## config.mk

```make
export PLATFORM = sky130hd
export DESIGN_NAME = obj_rom_arb
export DESIGN_NICKNAME = d
export VERILOG_FILES = /design/src/design/obj_pkg.sv /design/src/design/obj_rom_arb.sv
export SDC_FILE = /design/constraint.sdc
export NUM_CORES = 1
export LEC_CHECK = 0
export BUFFER_PORTS_ARGS = -buffer_cell sky130_fd_sc_hd__buf_2
export CAP_MARGIN = 20
export CORE_UTILIZATION = 35
export DETAILED_ROUTE_END_ITERATION = 6
export PLACE_DENSITY_LB_ADDON = 0.15
export SETUP_SLACK_MARGIN = 0.05
export SKIP_CTS_REPAIR_TIMING = 1
export SYNTH_ARGS = -nofsm -noshare
export SYNTH_HDL_FRONTEND = slang
export SYNTH_SLANG_ARGS = --single-unit
```

## constraint.sdc

```tcl
create_clock -name clk -period 3 [get_ports clk]
set_input_delay 0.3 -clock clk [delete_from_list [all_inputs] [get_ports clk]]
set_output_delay 0.3 -clock clk [all_outputs]
set_load 0.02 [all_outputs]
```

## src/design/obj_pkg.sv

```systemverilog
// Sprite layer shared constants, sprite table layout and FSM state types
`default_nettype none

package obj_pkg;

    localparam int NUM_DRAW   = 3;                  // Draw units in the bank
    localparam int DRAW_IDX_W = $clog2(NUM_DRAW);
    localparam int NUM_SPR    = 16;                 // Sprite table entries
    localparam int LINE_W     = 512;                // Pixels per line buffer half

    localparam logic [3:0]  TRANSP   = 4'hf;        // Transparent nibble
    localparam logic [13:0] BF_CLEAR = {10'd0, TRANSP};

    // Sprite table word, LSB first
    localparam int F_YPOS_LSB   = 0;
    localparam int F_YPOS_W     = 8;
    localparam int F_HEIGHT_LSB = 8;
    localparam int F_HEIGHT_W   = 8;
    localparam int F_XPOS_LSB   = 16;
    localparam int F_XPOS_W     = 9;
    localparam int F_OFFSET_LSB = 25;
    localparam int F_OFFSET_W   = 16;               // Word address inside the bank
    localparam int F_BANK_LSB   = 41;
    localparam int F_BANK_W     = 2;
    // Words per sprite row, three bits so the whole entry fits in 64
    localparam int F_STRIDE_LSB = 43;
    localparam int F_STRIDE_W   = 3;
    localparam int F_PRIO_LSB   = 46;
    localparam int F_PRIO_W     = 2;
    localparam int F_SHADOW     = 48;
    localparam int F_PAL_LSB    = 49;
    localparam int F_PAL_W      = 7;
    localparam int F_HZOOM_LSB  = 56;
    localparam int F_HZOOM_W    = 5;
    localparam int F_HFLIP      = 61;
    localparam int F_BACKWD     = 62;
    localparam int F_ENABLE     = 63;

    typedef enum logic [2:0] {
        SCAN_IDLE,
        SCAN_READ,
        SCAN_CHECK,
        SCAN_WAIT,
        SCAN_DONE
    } scan_state_t;

    typedef enum logic [1:0] {
        DRAW_IDLE,
        DRAW_FETCH,     // Request out, waiting for the ROM word
        DRAW_WAIT,      // End of word, decide between next fetch and stop
        DRAW_PIXELS
    } draw_state_t;

endpackage

`default_nettype wire

```

## src/design/obj_rom_arb.sv

```systemverilog
// Graphics ROM arbiter that shares one chip-select/ok port among the draw units round-robin
`default_nettype none

module obj_rom_arb import obj_pkg::*; (
    input  logic                   clk,
    input  logic                   rst,
    input  logic [NUM_DRAW-1:0]    obj_cs,
    input  logic [NUM_DRAW*18-1:0] obj_addr,
    output logic [NUM_DRAW-1:0]    obj_ok,
    output logic                   rom_cs,
    output logic [19:2]            rom_addr,
    input  logic                   rom_ok
);
    logic [NUM_DRAW-1:0]   grant;
    logic [NUM_DRAW-1:0]   pick;
    logic [DRAW_IDX_W-1:0] last;      // Unit served most recently
    logic [DRAW_IDX_W-1:0] sel;

    // Nearest requester after the last grant wins
    always_comb begin
        int k;
        pick = '0;
        sel  = last;
        for (int n = NUM_DRAW; n >= 1; n--) begin
            k = (int'(last) + n) % NUM_DRAW;
            if (obj_cs[k]) begin
                pick    = '0;
                pick[k] = 1'b1;
                sel     = DRAW_IDX_W'(k);
            end
        end
    end

    always_ff @(posedge clk or posedge rst) begin
        if (rst) begin
            grant <= '0;
            last  <= DRAW_IDX_W'(NUM_DRAW - 1);   // Unit 0 goes first
        end else if (|grant) begin
            if (rom_ok) grant <= '0;
        end else if (|obj_cs) begin
            grant <= pick;
            last  <= sel;
        end
    end

    // Latched so the ROM sees a steady address for the whole access
    always_ff @(posedge clk) begin
        if (grant == '0 && |obj_cs) rom_addr <= obj_addr[sel*18 +: 18];
    end

    assign rom_cs = |grant;
    assign obj_ok = grant & obj_cs & {NUM_DRAW{rom_ok}};

    assert property (@(posedge clk) disable iff (rst) $onehot0(grant));

endmodule

`default_nettype wire

```

==> flow_metrics.py <==
metrics = {
    "pwr": {
        "vdd.ir_drop.worst_mv": 0.483,
        "p_leak_nw": 0.946,
        "powerDensity_nw_per_um2": 1300,
    },
    "logic_synthesis": {
        "synthCells": 121,
        "yosys.area.top_type": "edfxtp_1",
        "synth_cell_types": 35,
        "async_flop_share_pct": 21.7,
        "synthTopCellsByArea": "edfxtp_1 35%, mux2i_1 15%, o2bb2ai_2 11%, dfrtp_1 6.5%, o2bb2ai_1 5.1%",
        "ys_dominant_reg_cell": "edfxtp_1",
        "synth_top_area_share_pct": 34.8,
        "synth_area_um2": 1550,
        "synth_edf_count": 18,
        "synth_seq_cells": 23,
        "ys_seq_area_share_pct": 43.0,
        "syn_nets": 185,
        "synth.avg_cell_area_um2": 12.8,
        "ys_warn_count": 0,
    },
    "detailed_routing": {
        "wirelength_um": 3700,
        "wire_per_inst_um": 14.6,
        "drtAntennaViolNets": 0,
        "dr.pass1.iters": 4,
        "first_iter_violations": 41,
        "via_per_inst": 5.13,
        "via_count": 1299,
        "drc": 0,
    },
    "clocking": {
        "h-tree-depth": 1,
        "clk_pin_slew_ns": 0.09,
        "cts_tree": "done",
        "numCtsBuffers": 3,
        "clock_latency_ns": 0.26,
        "clockBufferDepth": 2,
        "cts_root_buf": "clkbuf_8",
        "cts_sinks": 23,
    },
    "setup_path": {
        "startpoint": "last[0]",
        "crit_slowest_cell": "and2_1",
        "crit_family": "simple AND/OR/NAND/NOR gates",
        "worst-path-buf-inv": 1,
        "cp-start-kind": "flop",
        "timing.rr.start": "last[0]",
        "endpoint": "rom_addr[14]",
        "worst-path-max-fanout": 18,
        "max_stage_delay_ns": 0.69,
        "critPathCaptureType": "flop",
        "cp.depth": 8,
        "r2r_slack_ns": 0.34,
        "path_cells": "inv_1, ha_1, mux2i_1, o211ai_2, a21oi_1, o21a_1, and2_1, o2bb2ai_1",
        "cp.required_ns": 3.12,
        "r2r_cells": 8,
        "crit_arrival_ns": 2.78,
        "crit_type": "flop to flop",
        "r2r-end": "rom_addr[14]",
    },
    "sta": {
        "fmax_mhz": 376,
        "hold_viol_final": 0,
        "drv_slew": 0,
        "finalCritPeriodShare_pct": 88.6,
        "fin_skew_ns": 0.00654,
        "worst_pin_slew_ns": 0.853,
        "tns_ns": 0,
        "maxSlewHeadroom_pct": 43.2,
        "rsz0062_at_grt": "false",
        "setup_viol": 0,
        "period_needed_ns": 2.66,
    },
    "die": {
        "core_region_area_um2": 4120,
        "initial_core_util_pct": 37.7,
        "die_area_um2": 4700,
        "rows": 23,
        "die_y_um": 68.6,
        "die_w_um": 68.6,
        "pin_count": 82,
    },
    "placement": {
        "io_buffers": 81,
        "place_congestion": 0.843,
        "dp.cells": 248,
        "hpwl_um": 2790,
    },
    "global_routing": {
        "grt_pass1_vias": 1154,
        "grt_max_degree": 25,
        "antenna_found_initial": 0,
        "track_usage_pct": 15.4,
        "grt_pass1_wl_um": 5330,
        "globalRoute.totalOverflow": 0,
    },
    "hold_path": {
        "hp-class": "input pin to flop",
    },
    "final_layout": {
        "n_antenna_cell": 0,
        "areaGrowthSynthToFinish_pct": 29.8,
        "nets": 268,
        "fin_cells": 253,
        "post_route_cells_drive_above_1_share_pct": 52.7,
    },
    "status": {
        "status": "complete, no violations",
    },
    "flow_run": {
        "drv_cap": 0,
    },
}
[cells in the final DEF (no fill, tap or decap), types with 2 or more instances in the layout]
master,synthesis,final
clkbuf_8,0,3
buf_4,1,3
nand3b_1,2,2
o21ai_2,2,2
o21ai_1,2,2
dfrtp_1,4,4
ha_1,4,4
and2_1,2,2
inv_1,4,4
and3_1,3,3
mux2i_1,23,23
o2bb2ai_1,9,9
o21ai_0,5,5
a21oi_1,3,3
a32o_1,2,2
nor2b_1,2,2
o2bb2ai_2,11,11
nand2_1,3,3
buf_2,1,81
edfxtp_1,18,18
[cells by family (layout without fill, tap and decap cells)]
family	Yosys count	after routing	synth area share (%)
DFF	23	23	43.0
muxes	24	24	15.6
adders and majority gates	4	4	3.23
AOI/OAI and AO/OA	38	38	23.7
buffers and inverters	11	93	6.53
and+or+nand+nor	21	21	7.98
[flip-flops by register name, indices dropped and copies added, names as in the netlist]
name	count
rom_addr	18
last	2
grant	3
[where the power goes]
part / total [mW] / internal [mW] / switching [mW]
sequential: 0.685 / 0.633 / 0.0522
clock: 0.195 / 0.0927 / 0.103
combinational: 1.75 / 0.707 / 1.04
[synth_stat cells (2+ instances only)]
master and n:
a21oi_1 3, a32o_1 2, and2_1 2, and3_1 3, buf_12 2, buf_6 3
dfrtp_1 4, edfxtp_1 18, ha_1 4, inv_1 4, mux2i_1 23, nand2_1 3
nand3b_1 2, nor2_1 2, nor2b_1 2, o21ai_0 5, o21ai_1 2, o21ai_2 2
o2bb2ai_1 9, o2bb2ai_2 11
[routing by layer]
layer  GRT usage, %  routed length, µm  vias up
met1           19.0               1520      619
met3           2.14                239        2
li1               -                  -      637
met4           7.29                 34        0
met5              0                  0        -
met2           26.1               1910       41
[through the flow]
| step | instance area (µm²) | utilization (%) | setup WS (ns) | total power [mW] | hold slack, ns |
|---|---|---|---|---|---|
| floorplan | 1550 | - | 0.664 | 2.24 | 0.0778 |
| global placement | 1960 | 47.6 | 0.405 | 2.43 | 0.214 |
| detailed placement | 1960 | 47.6 | 0.341 | 2.47 | 0.227 |
| CTS | 2000 | 48.7 | 0.332 | 2.66 | -0.0653 |
| global route | 2010 | 49.0 | 0.101 | 2.83 | 0.301 |
| finish | 2010 | 49.0 | 0.342 | 2.63 | 0.309 |
[final cells by class]
cell class | count | area, µm²
Clock buffer | 3 | 41.3
Clock inverter | 1 | 5.00
Fill cell | 392 | 2100
Inverter | 4 | 15.0
Multi-Input combinational cell | 87 | 786
Sequential cell | 23 | 667
Tap cell | 50 | 62.6
Timing Repair Buffer | 85 | 438
[worst min-delay path by stage]
stage	startpoint	endpoint	slack, ns	depth (start not counted)
floorplan	rst	grant[0]	0.08	1
global placement	rst	grant[2]	0.21	2
detailed placement	rst	grant[2]	0.23	2
CTS	rst	last[0]	-0.07	2
global route	obj_addr[43]	rom_addr[9]	0.30	2
finish	obj_addr[43]	rom_addr[9]	0.31	2
Note: power is estimated with default switching activity, not from simulation.
