$ cat config.mk
export PLATFORM = sky130hd
export DESIGN_NAME = obj_scan
export DESIGN_NICKNAME = d
export VERILOG_FILES = /design/src/design/obj_pkg.sv /design/src/design/obj_scan.sv
export SDC_FILE = /design/constraint.sdc
export NUM_CORES = 2
export LEC_CHECK = 0
export BUFFER_PORTS_ARGS = -buffer_cell sky130_fd_sc_hd__buf_4
export CORE_MARGIN = 3
export CORE_UTILIZATION = 35
export DETAILED_ROUTE_END_ITERATION = 6
export SLEW_MARGIN = 20
export SYNTH_ARGS = -nofsm -noshare
export SYNTH_HDL_FRONTEND = slang
export SYNTH_SLANG_ARGS = --single-unit
$ cat constraint.sdc
create_clock -name clk -period 92.8 [get_ports clk]
set_clock_uncertainty 0.1 [all_clocks]
set_input_delay 4.64 -clock clk [delete_from_list [all_inputs] [get_ports clk]]
set_output_delay 4.64 -clock clk [all_outputs]
set_load 0.01 [all_outputs]
$ cat src/design/obj_pkg.sv
// Sprite layer shared constants, sprite table layout and FSM state types
`default_nettype none

package obj_pkg;

    localparam int NUM_DRAW   = 3;                  // Draw units in the bank
    localparam int DRAW_IDX_W = $clog2(NUM_DRAW);
    localparam int NUM_SPR    = 16;                 // Sprite table entries
    localparam int LINE_W     = 512;                // Pixels per line buffer half

    localparam logic [3:0]  TRANSP   = 4'hf;        // Transparent nibble
    localparam logic [13:0] BF_CLEAR = {10'd0, TRANSP};

    // Sprite table word, LSB first
    localparam int F_YPOS_LSB   = 0;
    localparam int F_YPOS_W     = 8;
    localparam int F_HEIGHT_LSB = 8;
    localparam int F_HEIGHT_W   = 8;
    localparam int F_XPOS_LSB   = 16;
    localparam int F_XPOS_W     = 9;
    localparam int F_OFFSET_LSB = 25;
    localparam int F_OFFSET_W   = 16;               // Word address inside the bank
    localparam int F_BANK_LSB   = 41;
    localparam int F_BANK_W     = 2;
    // Words per sprite row, three bits so the whole entry fits in 64
    localparam int F_STRIDE_LSB = 43;
    localparam int F_STRIDE_W   = 3;
    localparam int F_PRIO_LSB   = 46;
    localparam int F_PRIO_W     = 2;
    localparam int F_SHADOW     = 48;
    localparam int F_PAL_LSB    = 49;
    localparam int F_PAL_W      = 7;
    localparam int F_HZOOM_LSB  = 56;
    localparam int F_HZOOM_W    = 5;
    localparam int F_HFLIP      = 61;
    localparam int F_BACKWD     = 62;
    localparam int F_ENABLE     = 63;

    typedef enum logic [2:0] {
        SCAN_IDLE,
        SCAN_READ,
        SCAN_CHECK,
        SCAN_WAIT,
        SCAN_DONE
    } scan_state_t;

    typedef enum logic [1:0] {
        DRAW_IDLE,
        DRAW_FETCH,     // Request out, waiting for the ROM word
        DRAW_WAIT,      // End of word, decide between next fetch and stop
        DRAW_PIXELS
    } draw_state_t;

endpackage

`default_nettype wire

$ cat src/design/obj_scan.sv
// Sprite table scanner that picks sprites on the render line and hands them to free draw units
`default_nettype none

module obj_scan import obj_pkg::*; (
    input  logic                clk,
    input  logic                rst,
    input  logic                hstart,
    input  logic [7:0]          vrender,
    input  logic                tbl_we,
    input  logic [3:0]          tbl_addr,
    input  logic [63:0]         tbl_wdata,
    input  logic [NUM_DRAW-1:0] busy,
    output logic [NUM_DRAW-1:0] start,
    output logic [8:0]          xpos,
    output logic [17:0]         addr,
    output logic [1:0]          prio,
    output logic                shadow,
    output logic [6:0]          pal,
    output logic [4:0]          hzoom,
    output logic                hflip,
    output logic                backwd,
    output logic                scan_done
);
    logic [63:0]         tbl [NUM_SPR];
    logic [63:0]         ent;          // Entry under test
    logic [3:0]          idx;
    scan_state_t         state;
    logic [7:0]          row;          // Sprite row crossed by the line
    logic                visible;
    logic [15:0]         row_ofs;
    logic [NUM_DRAW-1:0] idle;
    logic [NUM_DRAW-1:0] free_oh;      // Lowest idle unit
    logic                dispatch;

    // Wraps modulo 256 so sprites can straddle the top edge
    assign row     = vrender - ent[F_YPOS_LSB +: F_YPOS_W];
    assign visible = ent[F_ENABLE] && row < ent[F_HEIGHT_LSB +: F_HEIGHT_W];
    assign row_ofs = ent[F_OFFSET_LSB +: F_OFFSET_W]
                   + 16'(row) * 16'(ent[F_STRIDE_LSB +: F_STRIDE_W]);

    assign idle     = ~busy;
    assign free_oh  = idle & (~idle + NUM_DRAW'(1));   // Isolate lowest set bit
    assign dispatch = (state == SCAN_WAIT || (state == SCAN_CHECK && visible)) && |idle;

    // Last start pulse still on its way to a unit
    assign scan_done = state == SCAN_DONE && start == '0;

    always_ff @(posedge clk or posedge rst) begin
        if (rst) begin
            state <= SCAN_IDLE;
            idx   <= '0;
            start <= '0;
            for (int i = 0; i < NUM_SPR; i++) begin
                tbl[i] <= '0;
            end
        end else begin
            if (tbl_we) tbl[tbl_addr] <= tbl_wdata;
            start <= dispatch ? free_oh : '0;
            if (hstart) begin
                state <= SCAN_READ;    // New line restarts the walk
                idx   <= '0;
                start <= '0;
            end else begin
                case (state)
                    SCAN_READ: state <= SCAN_CHECK;
                    SCAN_CHECK, SCAN_WAIT: begin
                        if (dispatch || (state == SCAN_CHECK && !visible)) begin
                            if (idx == 4'(NUM_SPR - 1)) begin
                                state <= SCAN_DONE;
                            end else begin
                                idx   <= idx + 4'd1;
                                state <= SCAN_READ;
                            end
                        end else begin
                            state <= SCAN_WAIT;    // Every unit busy
                        end
                    end
                    default: state <= state;       // Idle and done hold until hstart
                endcase
            end
        end
    end

    always_ff @(posedge clk) begin
        if (state == SCAN_READ) ent <= tbl[idx];
        if (dispatch) begin
            xpos   <= ent[F_XPOS_LSB +: F_XPOS_W];
            addr   <= {ent[F_BANK_LSB +: F_BANK_W], row_ofs};
            prio   <= ent[F_PRIO_LSB +: F_PRIO_W];
            shadow <= ent[F_SHADOW];
            pal    <= ent[F_PAL_LSB +: F_PAL_W];
            hzoom  <= ent[F_HZOOM_LSB +: F_HZOOM_W];
            hflip  <= ent[F_HFLIP];
            backwd <= ent[F_BACKWD];
        end
    end

    // One unit at a time, and only one that was idle
    assert property (@(posedge clk) disable iff (rst)
        $onehot0(start) && (start & busy) == '0);

endmodule

`default_nettype wire

==> results.txt <==
----------------------------------------------------
[Layout]
  Most frequent standard cell in the layout excluding fill and tap cells ... dfrtp_1
  Cell area after layout ... 58500 µm²
  Area Growth Syn to Fin ... 12.5%
  Filler cell count ... 13500
  Fraction of layout cells with a size suffix above 1 ... 0.400
  Sequential cell area in the final layout ... 29100 µm²
  Final net count ... 3674
  Commonest non-fill, non-tap cells in the layout ... dfrtp_1, mux2_2, mux2i_1, buf_4, mux2_1
  Number of standard cells in the final layout excluding fillers ... 5573
  Multi-input logic area ... 21400 µm²

[Logic synthesis]
  Number of synthesized flops with an enable pin ... 108
  Count of yosys warnings during synthesis ... 0
  Adder-cell share of the synthesized area ... 0.0131
  Net count of the mapped netlist ... 3635
  Count of different cell masters after synthesis ... just under 60
  Multiplexer fraction of the synthesized cell area ... 0.330
  Share of flip-flops with an asynchronous set or reset after synthesis ... 0.905
  Simple-gate share of the synthesized area ... 0.0178
  Share of the yosys chip area belonging to registers ... 0.560
  Cell count after synthesis ... between 3000 and 4000
  Main combinational cell family by area after synthesis ... multiplexers
  Mean instance size in the synthesized netlist ... 14.8 µm²
  Main synth FF type ... dfrtp_1
  Flops & latches, synth ... 1142
  Synth Area in Compound Gates ... 0.0464
  Cell area after synthesis ... between 50000 and 60000 µm²
  Parity-gate share of the synthesized area counting xor and xnor cells ... 0.00253

[Hold path]
  Hold/Removal Path Class ... flip-flop to flip-flop
  Terminating pin of the worst hold path ... xpos[1]
  Hold-critical path depth ... 0
  Min-delay src ... ent[17]

[Power]
  Power density over the cells ... 24.8 nW/µm²
  Worst IR Drop VDD ... about 0.015 mV
  Total design power ... between 1 and 1.5 mW
  Static leakage power ... about 24 nW

[Die]
  Die area ... around 150000 µm²
  Core box area ... 147000 µm²
  Top-Level Pins ... 131
  Die X-Extent ... 391 µm
  Num rows ... 140
  Starting density of the core ... 0.354
  Die Span Y ... 391 µm

[CTS]
  H-Tree Depth ... 3
  Post-CTS repair timing setup buffer count ... 0
  Maximum count of clock buffers along a single path ... 3
  Clock insertion delay at the later pin of the skew report ... approximately 0.75 ns
  Number of buffers inserted for hold repair after clock tree synthesis ... 0
  Clock slew at reported path FFs ... 0.06 ns
  CTS root buf ... clkbuf_16
  Inserted Clock Buffers ... 120
  Post-cts gate resize count ... 0
  TritonCTS clock tree ... built
  Clock Sinks ... ~1100

[Critical path]
  Type of the worst setup path ... input port to flip-flop
  Data arrival time of the critical path ... 9.09 ns
  Reg2Reg Setup Slack ... 87.77 ns
  Cells on worst reg2reg path ... 18
  Kind of end point of the critical path ... flip-flop
  Max FO, Critical Path ... 4
  Crit path launch type ... input port
  Reg-to-reg critical path endpoint ... addr[15]
  Required time at the endpoint of the critical path ... 93.18 ns
  R2R Path Start ... ent[0]

[Detailed routing]
  # DRC ... 0
  Number of antenna-violating nets in the routed design ... 0
  Detailed Route WL ... 135 mm
  First-pass iteration count of the detailed router ... 5
  Ratio of routed vias to standard cells ... roughly 5.4
  DR iter-0 viols ... around 1900
  Count of vias placed by the detailed router ... approximately 30000
  Per-cell routed wire length ... 24.2 µm

[Run status]
  Outcome ... complete, no violations

[STA]
  Portion of the clock cycle consumed by the worst path in the final layout ... 0.0939
  Fin. max-slew vios ... 0
  Time the worst path needs with I/O delays and setup ... 8.71 ns
  Highest clock frequency the design can meet ... 115 MHz
  Pin slew with the least headroom to its limit ... between 1 and 1.5 ns
  Setup slack of the critical path after layout ... 84.09 ns
  Total count of hold-check failures in the final report ... 0
  Unrepaired setup endpoints after global routing ... false
  Total negative setup slack ... 0 ns
  # setup viols final ... 0
  Relative slew slack ... 0.319

[Flow run]
  Max-cap violations ... 0

[Placement]
  PortBufs ... 130
  Worst-case setup slack after placement ... about 83 ns
  Area after detailed placement ... 54600 µm²
  Total placed cells including tap cells ... between 5000 and 6000
  RePlAce Congestion ... 0.742
  Detailed placement HPWL ... 75.8 mm

[Global route]
  Pin count of the biggest net entering global routing ... 177
  Final global-route overflow total ... 0
  Number of antenna violations at the first check in global routing ... 16
  Wire length of the first global-routing pass ... 204 mm
  Number of global-route vias before repair ... 31300
  GR Util All Layers ... 0.176

----------------------------------------------------
## where the power goes
part	switching [mW]	internal, mW	total (mW)
combinational	0.128	0.162	0.291
sequential	0.0611	0.628	0.689
clock	0.204	0.268	0.472
## registers in the layout (all words and copies together), names as in the netlist
name and cells:
addr 18, backwd 1, ent 64, hflip 1
hzoom 5, idx 4, pal 7, prio 2
shadow 1, start 3, state 3, tbl 1024
xpos 9
## synthesized netlist by cell type, types with 2 or more instances
cell      number  area share
or3_1          3     0.00036
mux4_2       128       0.055
mux2_1       153       0.033
o21ai_0      128       0.012
nand3b_1       3     0.00043
a21o_1         5     0.00072
o21ai_1        9     0.00087
inv_1         51      0.0037
o21a_1         6     0.00087
edfxtp_1     108       0.062
buf_2        128       0.012
or4_1          2     0.00029
a22oi_1       64      0.0092
nand2_1       93      0.0067
buf_4         24      0.0035
a21oi_1       76      0.0073
xor2_1         6      0.0010
dfrtp_1     1034        0.50
nand3_1        7     0.00067
nor2_1        17      0.0012
clkbuf_1     108      0.0078
a211oi_1       4     0.00058
and2_1        17      0.0020
fa_1          16      0.0062
nor3b_1        3     0.00043
mux2_2       936        0.20
nor2_2         9      0.0011
o211ai_1       4     0.00058
nand4_1        2     0.00024
nor2b_1       10      0.0012
mux2i_1      198       0.038
buf_1          2     0.00014
or4b_2         2     0.00039
ha_1          29      0.0070
buf_6         12      0.0026
a221oi_1      67       0.011
nor3_1         8     0.00077
nand2b_1       7     0.00084
xnor2_1        9      0.0015
## how the worst max path moves through the flow
stage / from / end / slack (ns) / cells past startpoint
final: vrender[0] / addr[15] / 84.09 / 20
after floorplan: rst / idx[0] / 58.96 / 1
after CTS: vrender[0] / addr[15] / 84.14 / 20
after global placement: vrender[0] / addr[15] / 83.40 / 20
after global routing: vrender[0] / addr[15] / 83.79 / 20
after detailed placement: vrender[0] / addr[15] / 83.34 / 20
## worst max-delay path, stage by stage
cell and delay, ns:
buf_4 0.10, inv_1 0.14, ha_1 0.20, inv_1 0.05
fa_1 0.40, a21o_1 0.17, a21oi_1 0.24, nand3b_1 0.14
nand3_1 0.16, and2_1 0.23, fa_1 0.53, inv_1 0.05
fa_1 0.47, inv_1 0.04, ha_1 0.33, o211ai_1 0.24
a21oi_1 0.10, a221oi_1 0.52, nor3b_1 0.15, xor2_1 0.17
## metal layers
| layer | share of wire | track usage |
|---|---|---|
| met1 | 0.48 | 0.252 |
| met2 | 0.45 | 0.270 |
| met3 | 0.050 | 0.0388 |
| met4 | 0.023 | 0.0444 |
| met5 | 0.0010 | 0 |
## through the flow
stage	hold WS, ns	utilization
2_1_floorplan	0.300	-
3_3_place_gp	0.301	0.372
3_5_place_dp	0.305	0.372
4_1_cts	0.268	0.399
5_1_grt	0.286	0.399
6_report	0.274	0.399
## area by class of cell
type                    instances  area share
multi-input cells            2040       0.366
well taps                    1917      0.0410
clock buffers                 173      0.0581
diodes                          4    0.000171
inverters                      51     0.00340
flip-flops and latches       1142       0.498
clock inverters                55     0.00830
repair buffers                191      0.0249
## cells by family after synthesis
family | Yosys count
mux | 1415
xor+xnor | 15
compound gates | 376
buf+inv | 325
simple gates | 189
flops | 1142
fa+ha+maj | 45
(Power assumes the default switching activity.)
