[config.mk]
export PLATFORM = sky130hd
export DESIGN_NAME = obj_draw
export DESIGN_NICKNAME = d
export VERILOG_FILES = /design/src/design/obj_pkg.sv /design/src/design/obj_draw.sv
export SDC_FILE = /design/constraint.sdc
export NUM_CORES = 1
export LEC_CHECK = 0
export BUFFER_PORTS_ARGS = -buffer_cell sky130_fd_sc_hd__buf_2
export CAP_MARGIN = 20
export CORE_MARGIN = 3
export CORE_UTILIZATION = 50
export CTS_BUF_LIST = sky130_fd_sc_hd__clkbuf_4 sky130_fd_sc_hd__clkbuf_8
export DETAILED_ROUTE_END_ITERATION = 8
export HOLD_SLACK_MARGIN = 0.06
export PLACE_DENSITY = 0.77
export SYNTH_ARGS = -nofsm -noshare
export SYNTH_HDL_FRONTEND = slang
export SYNTH_SLANG_ARGS = --single-unit
[constraint.sdc]
create_clock -name clk -period 2.48 [get_ports clk]
set_clock_uncertainty 0.15 [all_clocks]
set_input_delay 0.124 -clock clk [delete_from_list [all_inputs] [get_ports clk]]
set_output_delay 0.124 -clock clk [all_outputs]
set_load 0.02 [all_outputs]
[src/design/obj_pkg.sv]
// Sprite layer shared constants, sprite table layout and FSM state types
`default_nettype none

package obj_pkg;

    localparam int NUM_DRAW   = 3;                  // Draw units in the bank
    localparam int DRAW_IDX_W = $clog2(NUM_DRAW);
    localparam int NUM_SPR    = 16;                 // Sprite table entries
    localparam int LINE_W     = 512;                // Pixels per line buffer half

    localparam logic [3:0]  TRANSP   = 4'hf;        // Transparent nibble
    localparam logic [13:0] BF_CLEAR = {10'd0, TRANSP};

    // Sprite table word, LSB first
    localparam int F_YPOS_LSB   = 0;
    localparam int F_YPOS_W     = 8;
    localparam int F_HEIGHT_LSB = 8;
    localparam int F_HEIGHT_W   = 8;
    localparam int F_XPOS_LSB   = 16;
    localparam int F_XPOS_W     = 9;
    localparam int F_OFFSET_LSB = 25;
    localparam int F_OFFSET_W   = 16;               // Word address inside the bank
    localparam int F_BANK_LSB   = 41;
    localparam int F_BANK_W     = 2;
    // Words per sprite row, three bits so the whole entry fits in 64
    localparam int F_STRIDE_LSB = 43;
    localparam int F_STRIDE_W   = 3;
    localparam int F_PRIO_LSB   = 46;
    localparam int F_PRIO_W     = 2;
    localparam int F_SHADOW     = 48;
    localparam int F_PAL_LSB    = 49;
    localparam int F_PAL_W      = 7;
    localparam int F_HZOOM_LSB  = 56;
    localparam int F_HZOOM_W    = 5;
    localparam int F_HFLIP      = 61;
    localparam int F_BACKWD     = 62;
    localparam int F_ENABLE     = 63;

    typedef enum logic [2:0] {
        SCAN_IDLE,
        SCAN_READ,
        SCAN_CHECK,
        SCAN_WAIT,
        SCAN_DONE
    } scan_state_t;

    typedef enum logic [1:0] {
        DRAW_IDLE,
        DRAW_FETCH,     // Request out, waiting for the ROM word
        DRAW_WAIT,      // End of word, decide between next fetch and stop
        DRAW_PIXELS
    } draw_state_t;

endpackage

`default_nettype wire

[src/design/obj_draw.sv]
// Sprite draw unit, fetches ROM pixel words and writes zoomed, flipped pixels to the line buffer
`default_nettype none

module obj_draw import obj_pkg::*; (
    input  logic        clk,
    input  logic        rst,
    input  logic        hstart,
    input  logic        start,
    output logic        busy,
    input  logic [8:0]  xpos,
    input  logic [17:0] addr,
    input  logic [1:0]  prio,
    input  logic        shadow,
    input  logic [6:0]  pal,
    input  logic [4:0]  hzoom,
    input  logic        hflip,
    input  logic        backwd,
    input  logic        obj_ok,
    output logic        obj_cs,
    output logic [17:0] obj_addr,
    input  logic [31:0] obj_data,
    output logic        bf_we,
    output logic [8:0]  bf_addr,
    output logic [13:0] bf_data
);
    draw_state_t state;
    logic [17:0] cur;          // Word address, bank bits stay fixed
    logic [31:0] pxl_data;     // Pixels left in the word
    logic [2:0]  cnt;
    logic [8:0]  pos;          // Next line buffer position
    logic [5:0]  hzacc;
    logic [6:0]  hzsum;
    logic        drop;
    logic        load;
    logic        step;
    logic        last_data;
    logic [3:0]  head;         // Pixel handled this cycle
    logic [1:0]  prio_r;
    logic        shadow_r;
    logic [6:0]  pal_r;
    logic [4:0]  hzoom_r;
    logic        hflip_r;
    logic        backwd_r;

    assign load = state == DRAW_FETCH && obj_ok;
    assign step = load || state == DRAW_PIXELS;
    // First pixel comes straight off the ROM bus
    assign head = load ? (hflip_r ? obj_data[3:0] : obj_data[31:28])
                       : (hflip_r ? pxl_data[3:0] : pxl_data[31:28]);
    assign hzsum    = {1'b0, hzacc} + {2'b00, hzoom_r};
    assign drop     = hzsum[6];        // Zoom carry skips the pixel
    assign obj_addr = cur;

    always_ff @(posedge clk or posedge rst) begin
        if (rst) begin
            state  <= DRAW_IDLE;
            busy   <= 1'b0;
            obj_cs <= 1'b0;
            bf_we  <= 1'b0;
        end else if (hstart) begin
            state  <= DRAW_IDLE;     // Unfinished sprite is dropped
            busy   <= 1'b0;
            obj_cs <= 1'b0;
            bf_we  <= 1'b0;
        end else begin
            bf_we <= step && !drop && head != TRANSP;
            case (state)
                DRAW_IDLE: if (start) begin
                    busy   <= 1'b1;
                    obj_cs <= 1'b1;
                    state  <= DRAW_FETCH;
                end
                DRAW_FETCH: if (obj_ok) begin
                    obj_cs <= 1'b0;
                    state  <= DRAW_PIXELS;
                end
                DRAW_PIXELS: if (cnt == 3'd7) state <= DRAW_WAIT;
                DRAW_WAIT: begin
                    if (last_data) begin
                        busy  <= 1'b0;     // End marker seen
                        state <= DRAW_IDLE;
                    end else begin
                        obj_cs <= 1'b1;
                        state  <= DRAW_FETCH;
                    end
                end
                default: state <= DRAW_IDLE;
            endcase
        end
    end

    always_ff @(posedge clk) begin
        if (state == DRAW_IDLE && start) begin
            cur      <= addr;
            pos      <= xpos;
            hzacc    <= {hzoom[3:0], 2'b00};
            prio_r   <= prio;
            shadow_r <= shadow;
            pal_r    <= pal;
            hzoom_r  <= hzoom;
            hflip_r  <= hflip;
            backwd_r <= backwd;
        end
        if (load) begin
            pxl_data <= hflip_r ? obj_data >> 4 : obj_data << 4;
            cnt      <= 3'd1;
        end else if (state == DRAW_PIXELS) begin
            pxl_data <= hflip_r ? pxl_data >> 4 : pxl_data << 4;
            cnt      <= cnt + 3'd1;
        end
        if (step) begin
            bf_addr <= pos;
            bf_data <= {pal_r, shadow_r, prio_r, head};
            hzacc   <= hzsum[5:0];
            if (!drop) pos <= backwd_r ? pos - 9'd1 : pos + 9'd1;
        end
        // Last pixel in drawing order decides if the sprite goes on
        if (state == DRAW_PIXELS && cnt == 3'd7) last_data <= head == TRANSP;
        if (state == DRAW_WAIT && !last_data) begin
            cur[15:0] <= hflip_r ? cur[15:0] - 16'd1 : cur[15:0] + 16'd1;
        end
    end

    assert property (@(posedge clk) disable iff (rst) bf_we |-> busy);

endmodule

`default_nettype wire

==> flow_summary.toml, run 1 <==
[status]
status = "finished with violations"
violations = "negative setup slack"

[routing]
via_count = 4941
dr.pass1.iters = 5
wirelength_mm = 16.0
via_per_inst = 5.48
drc = 0
antenna_left = 0
wl_per_cell_um = 17.8
drt_iter0_drc = 300

[logic_synthesis]
synth_seq_area_share = 0.554
synth_warnings = 0
ys_types = 58
syn-instance-count = 473
syn-num-nets = 585
synthFlopType = "edfxtp_1"
synth_top_area_share = 0.492
synthArstFlopShare = 0.0439
synth.ff_latch_count = 114
synth_largest_area_cell = "edfxtp_1"
synth_area_um2 = 5920
syn_area_per_cell_um2 = 12.5
synth_enable_flop_cells = 97
ys_top_cells_by_area = "edfxtp_1, mux2i_1, ha_1"

[worst_setup_path]
cp_data_arrival_time_ps = 2590
crit_path_max_fanout = 8
crit-reg2reg-launch = "hflip_r$_DFFE_PP_"
r2r_slack_ps = -50
cp_data_required_time_ps = 2530
critPathLaunchType = "register"
critical_path_class = "reg -> reg"
crit_path_end_kind = "register"
reg2regPathDepth = 8
reg2reg_to = "obj_addr[12]$_DFFE_PP_"

[floorplan]
die_w_um = 115
start_util = 0.514
num_rows = 39
core_um2 = 11500
die-area_um2 = 13200
ios = 125
die_h_um = 115

[sta]
setup_slack_ps = -54.2
rsz0062_at_grt = "yes"
hold_violations = 0
relSlewSlack = 0.621
max_freq_ghz = 0.395
drv_slew = 0
fin_crit_sh = 1.02
period_minus_slack_ps = 2530
hold_slack_ps = 231
worstMarginPinSlew_ps = 566
setup_viol = 4

[final_layout]
drive_above_1_share = 0.335
fillers = 716
layout_commonest_cell = "buf_2"
fin_cells = 902
area_growth_pct = 46.0
mostFrequentLayoutCells = "buf_2, edfxtp_1, dlygate4sd3_1"
nNetsFinal = 857

[global_route]
grt_max_degree = 56
grt_overflow = 0
grt_pass1_wl_mm = 24.4
grt.total_usage = 0.241
antenna_found_initial = 0
grt_pass1_vias = 5009

[placed_design]
gp_routability_congestion = 0.857
place_inst = 755
port_buffers = 124
dp_hpwl_mm = 9.74

[clock_network]
clockRootBuffer = "clkbuf_8"
clockBufferDepth = 2
worstSkewPairLatency_ps = 440
cts_tree = "built"
clock-sinks = 114
numCtsBuffers = 17
htreeDepth = 4
clk_pin_slew_ps = 70

[power]
total_leakage_power_nw = 3.79
powerDensity_nw_per_um2 = 680
ir_drop_mv = 0.727

[hold_path]
min_path_cells = 2
hold_class = "in -> reg"
min_from = "pal[6]"
holdPathEnd = "pal_r[6]$_DFFE_PP_"

[flow_run]
drv_cap = 0
## how the worst max path moves through the flow
stage	cells after the start	to	slack [ps]	from
final	8	obj_addr[12]$_DFFE_PP_	-50	hflip_r$_DFFE_PP_
after floorplan	6	obj_addr[12]$_DFFE_PP_	-90	hflip_r$_DFFE_PP_
after global routing	9	obj_addr[14]$_DFFE_PP_	-110	hflip_r$_DFFE_PP_
after global placement	8	obj_addr[14]$_DFFE_PP_	9	hflip_r$_DFFE_PP_
after detailed placement	7	pos[5]$_DFF_P_	-60	hzacc[0]$_SDFFCE_PP0P_
after CTS	8	obj_addr[12]$_DFFE_PP_	-40	hflip_r$_DFFE_PP_
## metal layers
layer / wire [µm] / global-route usage / vias to the layer above
met2: 8270 / 0.418 / 198
met1: 6370 / 0.285 / 2340
met3: 874 / 0.0574 / 53
li1: - / - / 2350
met4: 524 / 0.109 / 0
met5: 0 / 0 / -
## cell usage after synthesis, types with 6 or more instances
cell       n
inv_1     17
a21oi_1   24
o21ai_0   25
a31oi_1    6
mux2i_1   64
nand2_1   40
buf_2      7
xnor2_1   10
ha_1      28
dfxtp_1   12
clkbuf_1   6
nor3_1     7
nor2b_1    7
a211oi_1   7
edfxtp_1  97
a21o_1    13
nor2_1    17
## kinds of logic (layout without fill, tap and decap cells)
family,after synthesis,in the layout,synth area share
flops,114,114,0.554
fa+ha+maj,31,31,0.0693
compound gates,108,108,0.125
other cells,0,1,0
simple gates,109,110,0.0985
buf+inv,32,316,0.0224
mux,66,66,0.112
xor+xnor,13,13,0.0192
## stage by stage
| stage | util | setup slack (ps) | power [mW] | TNS (ps) | cell area, µm² |
|---|---|---|---|---|---|
| final | 0.750 | -54.2 | 5.88 | -98.3 | 8640 |
| after global routing | 0.750 | -106 | 6.14 | -602 | 8640 |
| after CTS | 0.727 | -36.9 | 5.76 | -87.4 | 8370 |
| after detailed placement | 0.600 | -55.2 | 3.78 | -137 | 6910 |
| after global placement | 0.600 | 9.00 | 3.72 | 0 | 6910 |
| after floorplan | - | -91.0 | 3.36 | -91.0 | 5930 |
## where the power goes
group / switching, mW / internal [mW] / total, mW
Combinational: 0.860 / 0.764 / 1.62
Clock: 0.800 / 1.01 / 1.81
Sequential: 0.120 / 2.32 / 2.44
## layout make-up
type,instances,area [µm²],area share
flip-flops and latches,114,3280,0.379
clock inverters,13,161,0.0187
diodes,1,2.50,0.000290
clock buffers,19,249,0.0288
repair buffers,267,1970,0.228
well taps,143,179,0.0207
inverters,17,63.8,0.00739
multi-input cells,328,2740,0.317
## state kept, by name (all words and copies together), names as in the netlist, 2 cells and up
name      flops
bf_addr       9
bf_data      14
cnt           3
hzacc         6
hzoom_r       5
obj_addr     18
pal_r         7
pos           9
prio_r        2
pxl_data     32
state         2
## critical path, cell delays in order (launching register included)
cell and delay [ps]:
edfxtp_1 420, buf_12 170, buf_12 140, ha_4 250, a21o_1 190, a221oi_4 370, nor3_2 100, or3_1 320
a31o_1 180
## timing repair
action	in CTS	in global routing
gates resized for setup	19	25
pin swaps	10	16
gates cloned	0	1
hold buffers	89	0
buffers inserted	6	18
setup endpoints to repair	5	23
hold endpoints to repair	94	0
No activity file was read; power rests on OpenSTA's default activity.
==> inputs of run 2 (changes only) <==
--- a/config.mk
+++ b/config.mk
@@ -5,14 +5,15 @@
 export SDC_FILE = /design/constraint.sdc
 export NUM_CORES = 1
 export LEC_CHECK = 0
+export ABC_AREA = 1
 export BUFFER_PORTS_ARGS = -buffer_cell sky130_fd_sc_hd__buf_2
 export CAP_MARGIN = 20
 export CORE_MARGIN = 3
-export CORE_UTILIZATION = 50
+export CORE_UTILIZATION = 45
 export CTS_BUF_LIST = sky130_fd_sc_hd__clkbuf_4 sky130_fd_sc_hd__clkbuf_8
 export DETAILED_ROUTE_END_ITERATION = 8
 export HOLD_SLACK_MARGIN = 0.06
-export PLACE_DENSITY = 0.77
+export PLACE_DENSITY = 0.7
 export SYNTH_ARGS = -nofsm -noshare
 export SYNTH_HDL_FRONTEND = slang
 export SYNTH_SLANG_ARGS = --single-unit
==> run 2 against run 1 <==
  * Setup slack improved by 210 ps
  * The run now ends clean
  * Via count increased by 14%
  * Cell area decreased by 1.2%
  * Final cell count increased by 26%
  * Combinational power increased by 51%
  * Register-to-register slack improved by 210 ps
  * Largest cell class unchanged
  * Sequential power increased by 16%
  * Synthesized cell count increased by 55%
  * Core utilization decreased by 14 points
  * Worst hold slack got worse by 160 ps
==> flow_summary.toml, run 2 <==
[status]
status = "completed"

[logic_synthesis]
synth.ff_latch_count = 114
syn-num-nets = 844
synth_top_area_share = 0.452
ys_top_cells_by_area = "edfxtp_1, nand2_1, ha_1"
synth_enable_flop_cells = 97
syn_area_per_cell_um2 = 8.80
synthFlopType = "edfxtp_1"
ys_top_cells_by_count = "nand2_1, edfxtp_1, inv_1, nor2_1, o21ai_0"
synth_warnings = 0
synth.most_common_cell = "nand2_1"
synthArstFlopShare = 0.0439
synth_largest_area_cell = "edfxtp_1"
syn-instance-count = 732
synth_seq_area_share = 0.509
synth_area_um2 = 6440
ys_types = 36

[clock_network]
clockRootBuffer = "clkbuf_8"
cts_tree = "built"
clk_pin_slew_ps = 80
clock-sinks = 114
htreeDepth = 4
clockBufferDepth = 2
numCtsBuffers = 17
worstSkewPairLatency_ps = 440

[sta]
setup_viol = 0
drv_slew = 0
worstMarginPinSlew_ps = 502
relSlewSlack = 0.665
fin_crit_sh = 0.939
max_freq_ghz = 0.430
rsz0062_at_grt = "no"
hold_slack_ps = 71.4
hold_violations = 0
period_minus_slack_ps = 2330
fin_tns_setup_ps = 0

[final_layout]
area_growth_pct = 32.4
nNetsFinal = 1057
multiInputGateArea_um2 = 2740
antenna_cells = 0
mostFrequentLayoutCells = "nand2_1, buf_2, edfxtp_1"
largest_reg_flops = 32
regMostFlops = "pxl_data"
layout_commonest_cell = "nand2_1"
seqCellArea_um2 = 3280
fillers = 1197
drive_above_1_share = 0.215

[floorplan]
ios = 125
die-area_um2 = 15800
num_rows = 43
core_um2 = 13900
die_h_um = 126
start_util = 0.463
die_w_um = 126

[routing]
wirelength_mm = 15.7
routed.top_layer = "met4"
dr.pass1.iters = 5
drc = 0
wl_per_cell_um = 13.8
antenna_left = 0
via_count = 5648
via_per_inst = 4.96
wl_met1_mm = 7.02
wl_met2_mm = 7.47
routed-wl-met3_um = 643
drt_iter0_drc = 399

[worst_setup_path]
worstPathCellList = "clkbuf_2 > ha_1 > or2_2 > nand3b_1 > nand2_1 > or2_2 > nand3_1 > nand2_1"
reg2regPathDepth = 8
crit-reg2reg-launch = "hflip_r$_DFFE_PP_"
cp_data_arrival_time_ps = 2380
critPathLaunchType = "register"
crit_path_max_fanout = 6
r2r_slack_ps = 150
max_stage_delay_ps = 510
reg2reg_to = "obj_addr[6]$_DFFE_PP_"
crit_path_end_kind = "register"
crit_path_top_delay_cell = "edfxtp_1"
cp_data_required_time_ps = 2530
critical_path_class = "reg -> reg"

[global_route]
grt_max_degree = 67
grt_pass1_wl_mm = 26.0
grt_overflow = 0
antenna_found_initial = 0
grt.total_usage = 0.203
grt_pass1_vias = 5568

[flow_run]
drv_cap = 0

[hold_path]
hold_class = "in -> reg"
min_from = "obj_data[0]"
holdPathEnd = "pxl_data[4]$_DFFE_PN_"
min_path_cells = 5

[power]
ir_drop_mv = 0.518
power.share.clock = 0.253
seq_power_share = 0.401
swShare = 0.364
total_leakage_power_nw = 3.94
combPwrFrac = 0.346
p_sw_mw = 2.58
p_int_mw = 4.51
powerDensity_nw_per_um2 = 830

[placed_design]
gp_routability_congestion = 0.818
dp_hpwl_mm = 10.1
port_buffers = 124
-- run 2: kinds of logic (layout without fill, tap and decap cells) --
| logic type | count (synthesis) | after routing | share of synthesized area |
|---|---|---|---|
| adders and majority gates | 31 | 31 | 0.0637 |
| and+or+nand+nor | 356 | 356 | 0.235 |
| AOI/OAI and AO/OA | 116 | 116 | 0.110 |
| xor gates and xnor gates | 12 | 12 | 0.0163 |
| buffers and inverters | 103 | 329 | 0.0666 |
| DFF | 114 | 114 | 0.509 |
-- run 2: metal layers --
layer / vias to the layer above / track usage
met4: 0 / 0.110
met3: 46 / 0.0390
met2: 155 / 0.332
met5: - / 0
li1: 2894 / -
met1: 2553 / 0.254
-- run 2: critical path, delay by kind of cell (launching register included) --
family | cells | cell delay (ps)
fa+ha+maj | 1 | 320
flops | 1 | 510
simple gates | 6 | 910
buf+inv | 1 | 200
-- run 2: what timing repair did --
| item | 4_1_cts | 5_1_grt |
|---|---|---|
| hold buffers | 81 | 0 |
| gates resized for setup | 0 | 2 |
| setup buffers | 0 | 4 |
| setup endpoints to repair | 0 | 3 |
| hold endpoints to repair | 92 | 0 |
-- run 2: power groups by stage --
stage	logic (mW)	clock network, mW	registers, mW
6_report	2.45	1.79	2.84
5_1_grt	2.80	1.92	2.88
4_1_cts	2.44	1.84	2.84
3_5_place_dp	2.33	0	2.87
3_3_place_gp	2.30	0	2.87
2_1_floorplan	1.62	0	2.97
-- run 2: metrics by stage --
stage               power [mW]   util  setup WS, ps  cells  instance area (µm²)
global placement          5.17  0.522           298   1020                 7280
global route              7.60  0.613          13.0   1138                 8540
detailed placement        5.20  0.522           250   1020                 7280
floorplan                 4.58      -           126    732                 6450
CTS                       7.12  0.609          77.3   1133                 8490
finish                    7.08  0.613           152   1138                 8540
-- run 2: worst max path at each step --
stage / startpoint / end / slack (ps) / cells past startpoint
after floorplan: state[1]$_DFFE_PP0P_ / hzacc[3]$_DFFE_PP_ / 130 / 7
final: hflip_r$_DFFE_PP_ / obj_addr[6]$_DFFE_PP_ / 150 / 8
after detailed placement: hflip_r$_DFFE_PP_ / obj_addr[13]$_DFFE_PP_ / 250 / 10
after global routing: hflip_r$_DFFE_PP_ / obj_addr[7]$_DFFE_PP_ / 10 / 8
after global placement: hflip_r$_DFFE_PP_ / obj_addr[15]$_DFFE_PP_ / 300 / 10
after CTS: hflip_r$_DFFE_PP_ / bf_we$_DFF_PP0_ / 80 / 8
-- run 2: cell type report --
| class | instances | area share |
|---|---|---|
| tap | 180 | 0.0264 |
| clock buffer | 17 | 0.0274 |
| inverter | 78 | 0.0350 |
| multi-input combinational | 515 | 0.321 |
| clock inverter | 15 | 0.0198 |
| timing repair buffer | 219 | 0.187 |
| sequential | 114 | 0.384 |
